**config.mk**
```make
export PLATFORM = sky130hd
export DESIGN_NAME = csr_unit
export DESIGN_NICKNAME = d
export VERILOG_FILES = /design/src/hdl/csr_pkg.sv /design/src/hdl/csr_bus_slave.sv /design/src/hdl/csr_machine_regs.sv /design/src/hdl/csr_counters.sv /design/src/hdl/csr_unit.sv
export SDC_FILE = /design/constraint.sdc
export NUM_CORES = 1
export LEC_CHECK = 0
export ABC_AREA = 1
export BUFFER_PORTS_ARGS = -buffer_cell sky130_fd_sc_hd__buf_4
export CAP_MARGIN = 25
export CELL_PAD_IN_SITES_DETAIL_PLACEMENT = 0
export CELL_PAD_IN_SITES_GLOBAL_PLACEMENT = 1
export CORE_ASPECT_RATIO = 1.75
export CORE_UTILIZATION = 44
export DETAILED_ROUTE_END_ITERATION = 12
export PLACE_DENSITY = 0.77
export SYNTH_ARGS = -nofsm -noshare
export SYNTH_HDL_FRONTEND = slang
export SYNTH_SLANG_ARGS = --single-unit
```
**constraint.sdc**
```tcl
create_clock -name clk_i -period 3.4 [get_ports clk_i]
set_input_delay 0 -clock clk_i [delete_from_list [all_inputs] [get_ports clk_i]]
set_output_delay 0 -clock clk_i [all_outputs]
set_load 0.01 [all_outputs]
```
**src/hdl/csr_pkg.sv**
```systemverilog
// ===================================================================
// CSR package
// Addresses, bit positions, reset values and shared types of the
// machine-mode CSR block for a small RV32I core
// ===================================================================
package csr_pkg;

    localparam int XLEN       = 32;  // Data width
    localparam int CSR_ADDR_W = 12;  // CSR address width

    // ===============================================================
    // Machine register addresses
    // ===============================================================
    localparam logic [CSR_ADDR_W-1:0] CSR_MSTATUS       = 12'h300;
    localparam logic [CSR_ADDR_W-1:0] CSR_MISA          = 12'h301;
    localparam logic [CSR_ADDR_W-1:0] CSR_MIE           = 12'h304;
    localparam logic [CSR_ADDR_W-1:0] CSR_MTVEC         = 12'h305;
    localparam logic [CSR_ADDR_W-1:0] CSR_MSTATUSH      = 12'h310;
    localparam logic [CSR_ADDR_W-1:0] CSR_MCOUNTINHIBIT = 12'h320;
    localparam logic [CSR_ADDR_W-1:0] CSR_MSCRATCH      = 12'h340;
    localparam logic [CSR_ADDR_W-1:0] CSR_MEPC          = 12'h341;
    localparam logic [CSR_ADDR_W-1:0] CSR_MCAUSE        = 12'h342;
    localparam logic [CSR_ADDR_W-1:0] CSR_MTVAL         = 12'h343;
    localparam logic [CSR_ADDR_W-1:0] CSR_MIP           = 12'h344;
    localparam logic [CSR_ADDR_W-1:0] CSR_MTINST        = 12'h34A;
    localparam logic [CSR_ADDR_W-1:0] CSR_MTVAL2        = 12'h34B;  // Reads as zero

    // Counters, low and high halves
    localparam logic [CSR_ADDR_W-1:0] CSR_MCYCLE        = 12'hB00;
    localparam logic [CSR_ADDR_W-1:0] CSR_MINSTRET      = 12'hB02;
    localparam logic [CSR_ADDR_W-1:0] CSR_MCYCLEH       = 12'hB80;
    localparam logic [CSR_ADDR_W-1:0] CSR_MINSTRETH     = 12'hB82;

    // Identity registers, all zero
    localparam logic [CSR_ADDR_W-1:0] CSR_MVENDORID     = 12'hF11;
    localparam logic [CSR_ADDR_W-1:0] CSR_MARCHID       = 12'hF12;
    localparam logic [CSR_ADDR_W-1:0] CSR_MIMPID        = 12'hF13;
    localparam logic [CSR_ADDR_W-1:0] CSR_MHARTID       = 12'hF14;
    localparam logic [CSR_ADDR_W-1:0] CSR_MCONFIGPTR    = 12'hF15;

    // Custom trap entry and exit
    localparam logic [CSR_ADDR_W-1:0] CSR_ENTER_TRAP    = 12'hFC0;
    localparam logic [CSR_ADDR_W-1:0] CSR_EXIT_TRAP     = 12'hFC1;

    // ===============================================================
    // Bit positions and codes
    // ===============================================================
    localparam int MSTATUS_MIE_BIT  = 3;   // Global interrupt enable
    localparam int MSTATUS_MPIE_BIT = 7;   // MIE saved on trap entry
    localparam int MCAUSE_INT_BIT   = 31;  // Set for interrupt causes

    // Interrupt bit in mip/mie, same value as the cause code
    localparam logic [4:0] IRQ_SOFTWARE = 5'd3;
    localparam logic [4:0] IRQ_TIMER    = 5'd7;
    localparam logic [4:0] IRQ_EXTERNAL = 5'd11;

    localparam int CNT_CYCLE   = 0;  // mcountinhibit.CY
    localparam int CNT_INSTRET = 2;  // mcountinhibit.IR

    localparam logic [XLEN-1:0] MISA_RESET  = 32'h4000_0100;  // RV32, I only
    localparam logic [XLEN-1:0] MTVEC_RESET = 32'h0000_0003;  // Mode 11, not set

    localparam logic [1:0] MTVEC_DIRECT   = 2'd0;
    localparam logic [1:0] MTVEC_VECTORED = 2'd1;

    // ===============================================================
    // Shared types
    // ===============================================================
    typedef struct packed {
        logic [CSR_ADDR_W-1:0] addr;   // CSR address
        logic [XLEN-1:0]       wdata;  // Write data
        logic                  we;     // 1 for write
    } csr_req_t;

    typedef struct packed {
        logic [63:0] mcycle;
        logic [63:0] minstret;
    } csr_counts_t;

    typedef struct packed {
        logic [XLEN-3:0] base;  // Word-aligned handler base
        logic [1:0]      mode;
    } mtvec_fields_t;

    // mtvec seen as stored word or as base/mode
    typedef union packed {
        logic [XLEN-1:0] raw;
        mtvec_fields_t   fields;
    } mtvec_u;

endpackage

```
**src/hdl/csr_bus_slave.sv**
```systemverilog
// ===================================================================
// CSR bus slave
// Accepts one Wishbone classic request at a time, hands it to the
// register block and holds ack or err until the strobe falls
// ===================================================================
module csr_bus_slave import csr_pkg::*; (
    input  logic                  clk_i,
    input  logic                  rst_i,
    input  logic                  stb_i,
    input  logic                  cyc_i,
    input  logic                  we_i,
    input  logic [CSR_ADDR_W-1:0] addr_i,
    input  logic [XLEN-1:0]       data_i,
    input  logic                  hit_i,        // Address decoded by register block
    output logic                  req_valid_o,  // One cycle per accepted request
    output csr_req_t              req_o,
    output logic                  ack_o,
    output logic                  err_o
);

    logic ack_q;  // Registered completion flags
    logic err_q;

    // New request only while no response is showing
    assign req_valid_o = stb_i & cyc_i & ~ack_o & ~err_o;

    assign req_o.addr  = addr_i;
    assign req_o.wdata = data_i;
    assign req_o.we    = we_i;

    // Response drops in the same cycle as the strobe
    assign ack_o = ack_q & stb_i;
    assign err_o = err_q & stb_i;

    always_ff @(posedge clk_i) begin
        if (rst_i) begin
            ack_q <= 1'b0;
            err_q <= 1'b0;
        end else if (req_valid_o) begin
            ack_q <= hit_i;   // Known register
            err_q <= ~hit_i;  // Unsupported address
        end else begin
            // Hold while strobe stays high
            ack_q <= ack_q & stb_i;
            err_q <= err_q & stb_i;
        end
    end

endmodule

```
**src/hdl/csr_machine_regs.sv**
```systemverilog
// ===================================================================
// Machine registers
// Holds the M-mode CSRs, decodes and serves bus accesses, latches
// pending interrupts and runs the custom trap entry and exit
// ===================================================================
module csr_machine_regs import csr_pkg::*; (
    input  logic            clk_i,
    input  logic            rst_i,
    input  logic            req_valid_i,
    input  csr_req_t        req_i,
    output logic            hit_o,            // Address is a known CSR
    output logic [XLEN-1:0] data_o,           // Registered read data
    input  csr_counts_t     counts_i,
    output logic [1:0]      inhibit_o,        // {IR, CY}
    input  logic [XLEN-1:0] io_interrupts_i,
    output logic [XLEN-1:0] io_interrupts_o   // Pending, filtered by MIE
);

    logic [XLEN-1:0] misa, mstatus, mstatush, mie, mip;
    logic [XLEN-1:0] mepc, mcause, mtval, mtinst, mscratch, mcountinhibit;
    mtvec_u          mtvec;

    logic            mtvec_set;    // Mode 00 or 01
    logic            irq_cause;    // mcause is a known interrupt
    logic [XLEN-1:0] trap_base;
    logic [XLEN-1:0] trap_target;
    logic [XLEN-1:0] rdata;
    logic            trap_access;

    assign inhibit_o       = {mcountinhibit[CNT_INSTRET], mcountinhibit[CNT_CYCLE]};
    assign io_interrupts_o = mstatus[MSTATUS_MIE_BIT] ? mip : '0;

    // ===============================================================
    // Trap target from mtvec and mcause
    // ===============================================================
    assign mtvec_set = ~mtvec.fields.mode[1];
    assign irq_cause = mcause[MCAUSE_INT_BIT] && (mcause[XLEN-2:5] == '0) &&
                       (mcause[4:0] inside {IRQ_SOFTWARE, IRQ_TIMER, IRQ_EXTERNAL});
    assign trap_base = {mtvec.fields.base, 2'b00};

    // Vectored interrupts land at base + 4 * code
    assign trap_target = (mtvec.fields.mode == MTVEC_VECTORED && irq_cause) ?
                         trap_base + {25'b0, mcause[4:0], 2'b00} : trap_base;

    assign trap_access = (req_i.addr == CSR_ENTER_TRAP) || (req_i.addr == CSR_EXIT_TRAP);

    // ===============================================================
    // Address decode and read mux
    // ===============================================================
    always_comb begin
        hit_o = 1'b1;
        rdata = '0;
        case (req_i.addr)
            CSR_MISA:          rdata = misa;
            CSR_MSTATUS:       rdata = mstatus;
            CSR_MSTATUSH:      rdata = mstatush;
            CSR_MIE:           rdata = mie;
            CSR_MIP:           rdata = mip;
            CSR_MTVEC:         rdata = mtvec.raw;
            CSR_MEPC:          rdata = mepc;
            CSR_MCAUSE:        rdata = mcause;
            CSR_MTVAL:         rdata = mtval;
            CSR_MTINST:        rdata = mtinst;
            CSR_MSCRATCH:      rdata = mscratch;
            CSR_MCOUNTINHIBIT: rdata = mcountinhibit;
            CSR_MCYCLE:        rdata = counts_i.mcycle[31:0];
            CSR_MCYCLEH:       rdata = counts_i.mcycle[63:32];
            CSR_MINSTRET:      rdata = counts_i.minstret[31:0];
            CSR_MINSTRETH:     rdata = counts_i.minstret[63:32];
            CSR_MVENDORID, CSR_MARCHID, CSR_MIMPID,
            CSR_MHARTID, CSR_MCONFIGPTR, CSR_MTVAL2: begin
                rdata = '0;  // Not implemented, zero
            end
            CSR_ENTER_TRAP:    rdata = mtvec_set ? trap_target : mtvec.raw;
            CSR_EXIT_TRAP:     rdata = mepc;
            default:           hit_o = 1'b0;
        endcase
    end

    // Read data, also returned by trap accesses on a write
    always_ff @(posedge clk_i) begin
        if (req_valid_i && (!req_i.we || trap_access)) begin
            data_o <= rdata;
        end
    end

    // ===============================================================
    // Register state
    // ===============================================================
    always_ff @(posedge clk_i) begin
        if (rst_i) begin
            misa          <= MISA_RESET;
            mstatus       <= '0;  // MIE off
            mstatush      <= '0;
            mie           <= '0;
            mip           <= '0;
            mtvec.raw     <= MTVEC_RESET;
            mepc          <= '0;
            mcause        <= '0;
            mtval         <= '0;
            mtinst        <= '0;
            mscratch      <= '0;
            mcountinhibit <= '0;  // All counters run
        end else begin
            // New enabled interrupts, overridden below by bus or trap
            if (mstatus[MSTATUS_MIE_BIT]) begin
                mip <= mip | (io_interrupts_i & mie);
            end

            if (req_valid_i && req_i.we) begin
                case (req_i.addr)
                    CSR_MISA:          misa          <= req_i.wdata;
                    CSR_MSTATUS:       mstatus       <= req_i.wdata;
                    CSR_MSTATUSH:      mstatush      <= req_i.wdata;
                    CSR_MIE:           mie           <= req_i.wdata;
                    CSR_MIP:           mip           <= req_i.wdata;
                    CSR_MTVEC:         mtvec.raw     <= req_i.wdata;
                    CSR_MEPC:          mepc          <= req_i.wdata;
                    CSR_MCAUSE:        mcause        <= req_i.wdata;
                    CSR_MTVAL:         mtval         <= req_i.wdata;
                    CSR_MTINST:        mtinst        <= req_i.wdata;
                    CSR_MSCRATCH:      mscratch      <= req_i.wdata;
                    CSR_MCOUNTINHIBIT: mcountinhibit <= req_i.wdata;
                    default: ;  // Counters and identity regs ignore writes
                endcase
            end

            if (req_valid_i && req_i.addr == CSR_ENTER_TRAP) begin
                if (mtvec_set) begin
                    // Save MIE, block nested interrupts
                    mstatus[MSTATUS_MPIE_BIT] <= mstatus[MSTATUS_MIE_BIT];
                    mstatus[MSTATUS_MIE_BIT]  <= 1'b0;
                end else if (irq_cause) begin
                    mip[mcause[4:0]] <= 1'b0;  // Drop the pending bit
                end
            end

            if (req_valid_i && req_i.addr == CSR_EXIT_TRAP) begin
                mstatus[MSTATUS_MIE_BIT]  <= mstatus[MSTATUS_MPIE_BIT];
                mstatus[MSTATUS_MPIE_BIT] <= 1'b1;
            end
        end
    end

endmodule

```
**src/hdl/csr_counters.sv**
```systemverilog
// ===================================================================
// Machine counters
// 64-bit mcycle and minstret, each stopped by its mcountinhibit bit
// ===================================================================
module csr_counters import csr_pkg::*; (
    input  logic        clk_i,
    input  logic        rst_i,
    input  logic        instret_i,  // One pulse per retired instruction
    input  logic [1:0]  inhibit_i,  // {IR, CY}
    output csr_counts_t counts_o
);

    logic cycle_en;
    logic instret_en;

    // Bit 1 carries mcountinhibit bit 2
    assign cycle_en   = ~inhibit_i[0];
    assign instret_en = instret_i & ~inhibit_i[1];

    // ===============================================================
    // Counter update
    // ===============================================================
    always_ff @(posedge clk_i) begin
        if (rst_i) begin
            counts_o <= '0;
        end else begin
            if (cycle_en) begin
                counts_o.mcycle <= counts_o.mcycle + 64'd1;  // Every clock
            end
            if (instret_en) begin
                counts_o.minstret <= counts_o.minstret + 64'd1;
            end
        end
    end

endmodule

```
**src/hdl/csr_unit.sv**
```systemverilog
// ===================================================================
// CSR unit
// Machine-mode CSR block on a Wishbone classic bus, built from the
// bus slave, the register block and the counters
// ===================================================================
module csr_unit import csr_pkg::*; (
    input  logic                  clk_i,
    input  logic                  rst_i,
    // Wishbone classic
    input  logic [CSR_ADDR_W-1:0] addr_i,
    input  logic [XLEN-1:0]       data_i,
    input  logic                  stb_i,
    input  logic                  cyc_i,
    input  logic                  we_i,
    output logic                  ack_o,
    output logic                  err_o,
    output logic [XLEN-1:0]       data_o,
    // Core side
    input  logic                  instret_i,
    input  logic [XLEN-1:0]       io_interrupts_i,
    output logic [XLEN-1:0]       io_interrupts_o
);

    logic        req_valid;
    csr_req_t    req;
    logic        hit;
    csr_counts_t counts;
    logic [1:0]  inhibit;

    csr_bus_slave u_bus (
        .clk_i       (clk_i),
        .rst_i       (rst_i),
        .stb_i       (stb_i),
        .cyc_i       (cyc_i),
        .we_i        (we_i),
        .addr_i      (addr_i),
        .data_i      (data_i),
        .hit_i       (hit),
        .req_valid_o (req_valid),
        .req_o       (req),
        .ack_o       (ack_o),
        .err_o       (err_o)
    );

    csr_machine_regs u_regs (
        .clk_i           (clk_i),
        .rst_i           (rst_i),
        .req_valid_i     (req_valid),
        .req_i           (req),
        .hit_o           (hit),
        .data_o          (data_o),
        .counts_i        (counts),
        .inhibit_o       (inhibit),
        .io_interrupts_i (io_interrupts_i),
        .io_interrupts_o (io_interrupts_o)
    );

    csr_counters u_counters (
        .clk_i     (clk_i),
        .rst_i     (rst_i),
        .instret_i (instret_i),
        .inhibit_i (inhibit),
        .counts_o  (counts)
    );

endmodule

```
==> run metrics <==
RSZ-0062 raised after global routing false; Final setup viols 0; Worst-Margin Slew 1145 ps; top cell family by delay on the critical path simple AND/OR/NAND/NOR gates; outcome finished, final reports clean; GP Congestion 1.022; Worst Path Required 3920 ps; Setup crit start u_bus.err_q; critical path fanouts, max 34; Worst-path clk slew 70 ps; vias in the first global route 27.67k; H-tree depth 2; CTS tree done; FF+latch area 11,250 um^2; switching power 0.003219 W; post-route setup TNS 0 ps; Worst setup EP type flip-flop; fill count 6,467; Multi-input gate area 13,130 um^2; Mapped Nets 4,268; worst r2r dst u_regs.mip[30]; relative slew slack 23.07%; CTS root buf clkbuf_16; CP arrival 3580 ps; Die Area 64,070 um^2; worst setup path end u_regs.mip[30]; combinational share of power 4.3%; sw frac 24.09%; clk_skew 20.89 ps; Hold Crit Class input pin to flip-flop; Crit path largest cell delay 560 ps; final hold vios 0; cells along the critical path nand2_1 -> nand4_2 -> nor2_4 -> nand2_2 -> buf_12 -> o21ai_0 -> a31oi_1 -> dlygate4sd3_1; worst skew pair latency 650 ps; io pins 148; slowest CP cell dlygate4sd3_1; Mean Syn Cell Area 6.637 um^2; Placement Setup Slack 710.3 ps; mapped cell area 27,730 um^2; CTS max path bufs 3; Yosys top cell area share 37.11%; GR Util All Layers 40.17%; Post-Synthesis Cells 4,178; initial antenna violation count 3; row cnt 121; Critical Path Start Type flip-flop; Yosys cell types 44; grt ovf 0; Flop pwr share 48.5%; reg2reg start u_bus.err_q; first drt pass iteration count 7; Die Height 334.1 um; Final nets 4,426; P&R area growth vs syn 17.14%; Final Cycle Share 90.09%; cell internal pwr 0.01014 W; global-route wire length before repair 185.4 mm; hpwl dp 95.09 mm; Crit path depth 8; share of layout cells above drive strength 1 8.330%; Area contributors post-synth dfxtp_1 (37%), inv_1 (8.9%), nand2_1 (8.8%); Yosys reg bits 546; initial core utilization 44.57%; Port Buf Inserts 147; Yosys top cell by area dfxtp_1; Routed WL per cell 25.02 um; yosys warns 0; Seq/Total Area, Yosys 40.57%; max-cap violations 0; Buffers & Inverters on Critical Path 2; post-route ant nets 0; fmax 326.5 MHz; Die Width 191.8 um; max-slew violations 0; detailed-route DRC error count 0; HP Start instret_i; core area 62,220 um^2; final wirelength 129.7 mm; DR vias 29.24k; Sinks on Clock Net 546; Register-to-Register Setup Slack 340 ps; DR iter-0 viols 2,659; CTS buffer count 54; final setup margin 337.0 ps; P_leak 12.05 nW; crit path time final 3063 ps; Peak VDD IR 451.4 uV; largest net degree at the start of global routing 132; Clock power frac 47.2%; Setup Crit Path Kind flip-flop to flip-flop; vias per cell 5.643; PD cells 411.3 nW/um^2; cell depth of the worst flop-to-flop path 8
-- tightest hold or removal path, delay by kind of cell --
kind                   cells  cell delay [ps]
and+or+nand+nor            2              360
buffers and inverters      1              130
AOI/OAI and AO/OA          1              110
-- synthesized netlist by cell type, drive strengths merged --
library cell,number
o22ai,135
nand3,204
a21o,1
ha,7
nand4,51
xnor2,2
nor3b,5
o221ai,2
o211a,2
edfxtp,32
nand3b,7
clkbuf,168
nor2,538
o21ai,491
a211oi,44
nand2,654
a31oi,33
clkinv,5
and3,2
nor4,10
nor3,99
xor2,28
buf,46
o211ai,14
o21a,6
dfxtp,514
or2,2
a21oi,404
fa,1
inv,670
nor2b,1
-- flip-flops by register name (all words and copies together) (netlist names) --
signal / cells
u_regs.mie: 32
u_regs.mtval: 32
u_regs.data_o: 32
u_regs.mstatush: 32
u_regs.mscratch: 32
u_regs.misa: 32
u_regs.mtinst: 32
u_bus.err_q: 1
u_regs.mtvec: 32
u_regs.mcountinhibit: 32
u_regs.mcause: 32
u_bus.ack_q: 1
u_regs.mstatus: 32
u_regs.mepc: 32
u_regs.mip: 32
u_counters.counts_o: 128
-- power by group through the flow --
stage / clock [W] / sequential, W / combinational [W]
floorplan: 0 / 0.00662 / 0.000235
global placement: 0 / 0.00662 / 0.000495
detailed placement: 0 / 0.00662 / 0.000494
CTS: 0.00636 / 0.00648 / 0.000559
global route: 0.00656 / 0.00647 / 0.000607
finish: 0.00631 / 0.00648 / 0.000573
-- cell usage in the layout, fill, tap and decap left out, drive strengths merged, types with 44 or more instances in the layout --
cell,synthesis,final
o22ai,135,135
dfxtp,514,514
dlygate4sd3,0,99
nand4,51,51
a211oi,44,44
nor2,538,538
buf,46,217
nand3,204,204
inv,670,672
a21oi,404,404
o21ai,491,491
nand2,654,654
nor3,99,99
clkbuf,168,86
-- worst min path at each step --
stage                                   to  depth (start not counted)
floorplan                            ack_o                          2
finish              u_counters.counts_o[2]                          4
detailed placement           u_regs.mip[0]                          3
CTS                 u_counters.counts_o[2]                          4
global route                u_regs.misa[7]                          5
global placement            u_regs.mip[29]                          3
-- stage by stage --
step | area, um^2 | cells | power, W | utilization [%] | hold WS, ps
final | 32480 | 5182 | 0.01336 | 52.20 | 4.169
after global routing | 32480 | 5181 | 0.01364 | 52.20 | 37.37
after CTS | 32470 | 5181 | 0.01339 | 52.19 | 1.888
after detailed placement | 29680 | 4980 | 0.007115 | 47.70 | 299.9
after global placement | 29680 | 4980 | 0.007117 | 47.70 | 297.1
after floorplan | 27730 | 4178 | 0.006856 | - | 154.6
-- cell type report --
type / count / area share, %
Multi-Input combinational cell: 2743 / 40.41
Sequential cell: 546 / 34.64
Timing Repair Buffer: 316 / 8.490
Clock inverter: 16 / 0.3621
Tap cell: 799 / 3.078
Clock buffer: 86 / 5.192
Inverter: 675 / 7.823
Antenna cell: 1 / 0.007704
-- cell families after synthesis --
family	after synthesis	synth area share, %
compound gates	1132	21.84
xor+xnor	30	0.9476
fa+ha+maj	8	0.3880
buf+inv	889	12.24
flops	546	40.57
simple gates	1573	24.02
-- timing repair --
item | CTS | global route
setup buffers | 0 | 0
setup endpoints to repair | 0 | 4
hold buffers | 99 | 0
hold endpoints to repair | 401 | 0
gates resized for setup | 0 | 1
-- routing by layer --
metal	vias to the layer above	routed length (um)	global-route usage, %
met4	4	10760	29.11
met1	13640	47170	44.52
met3	408	8291	6.045
li1	13950	-	-
met5	-	18	0
met2	1238	63420	69.05
No activity file was read; power rests on OpenSTA's default activity.
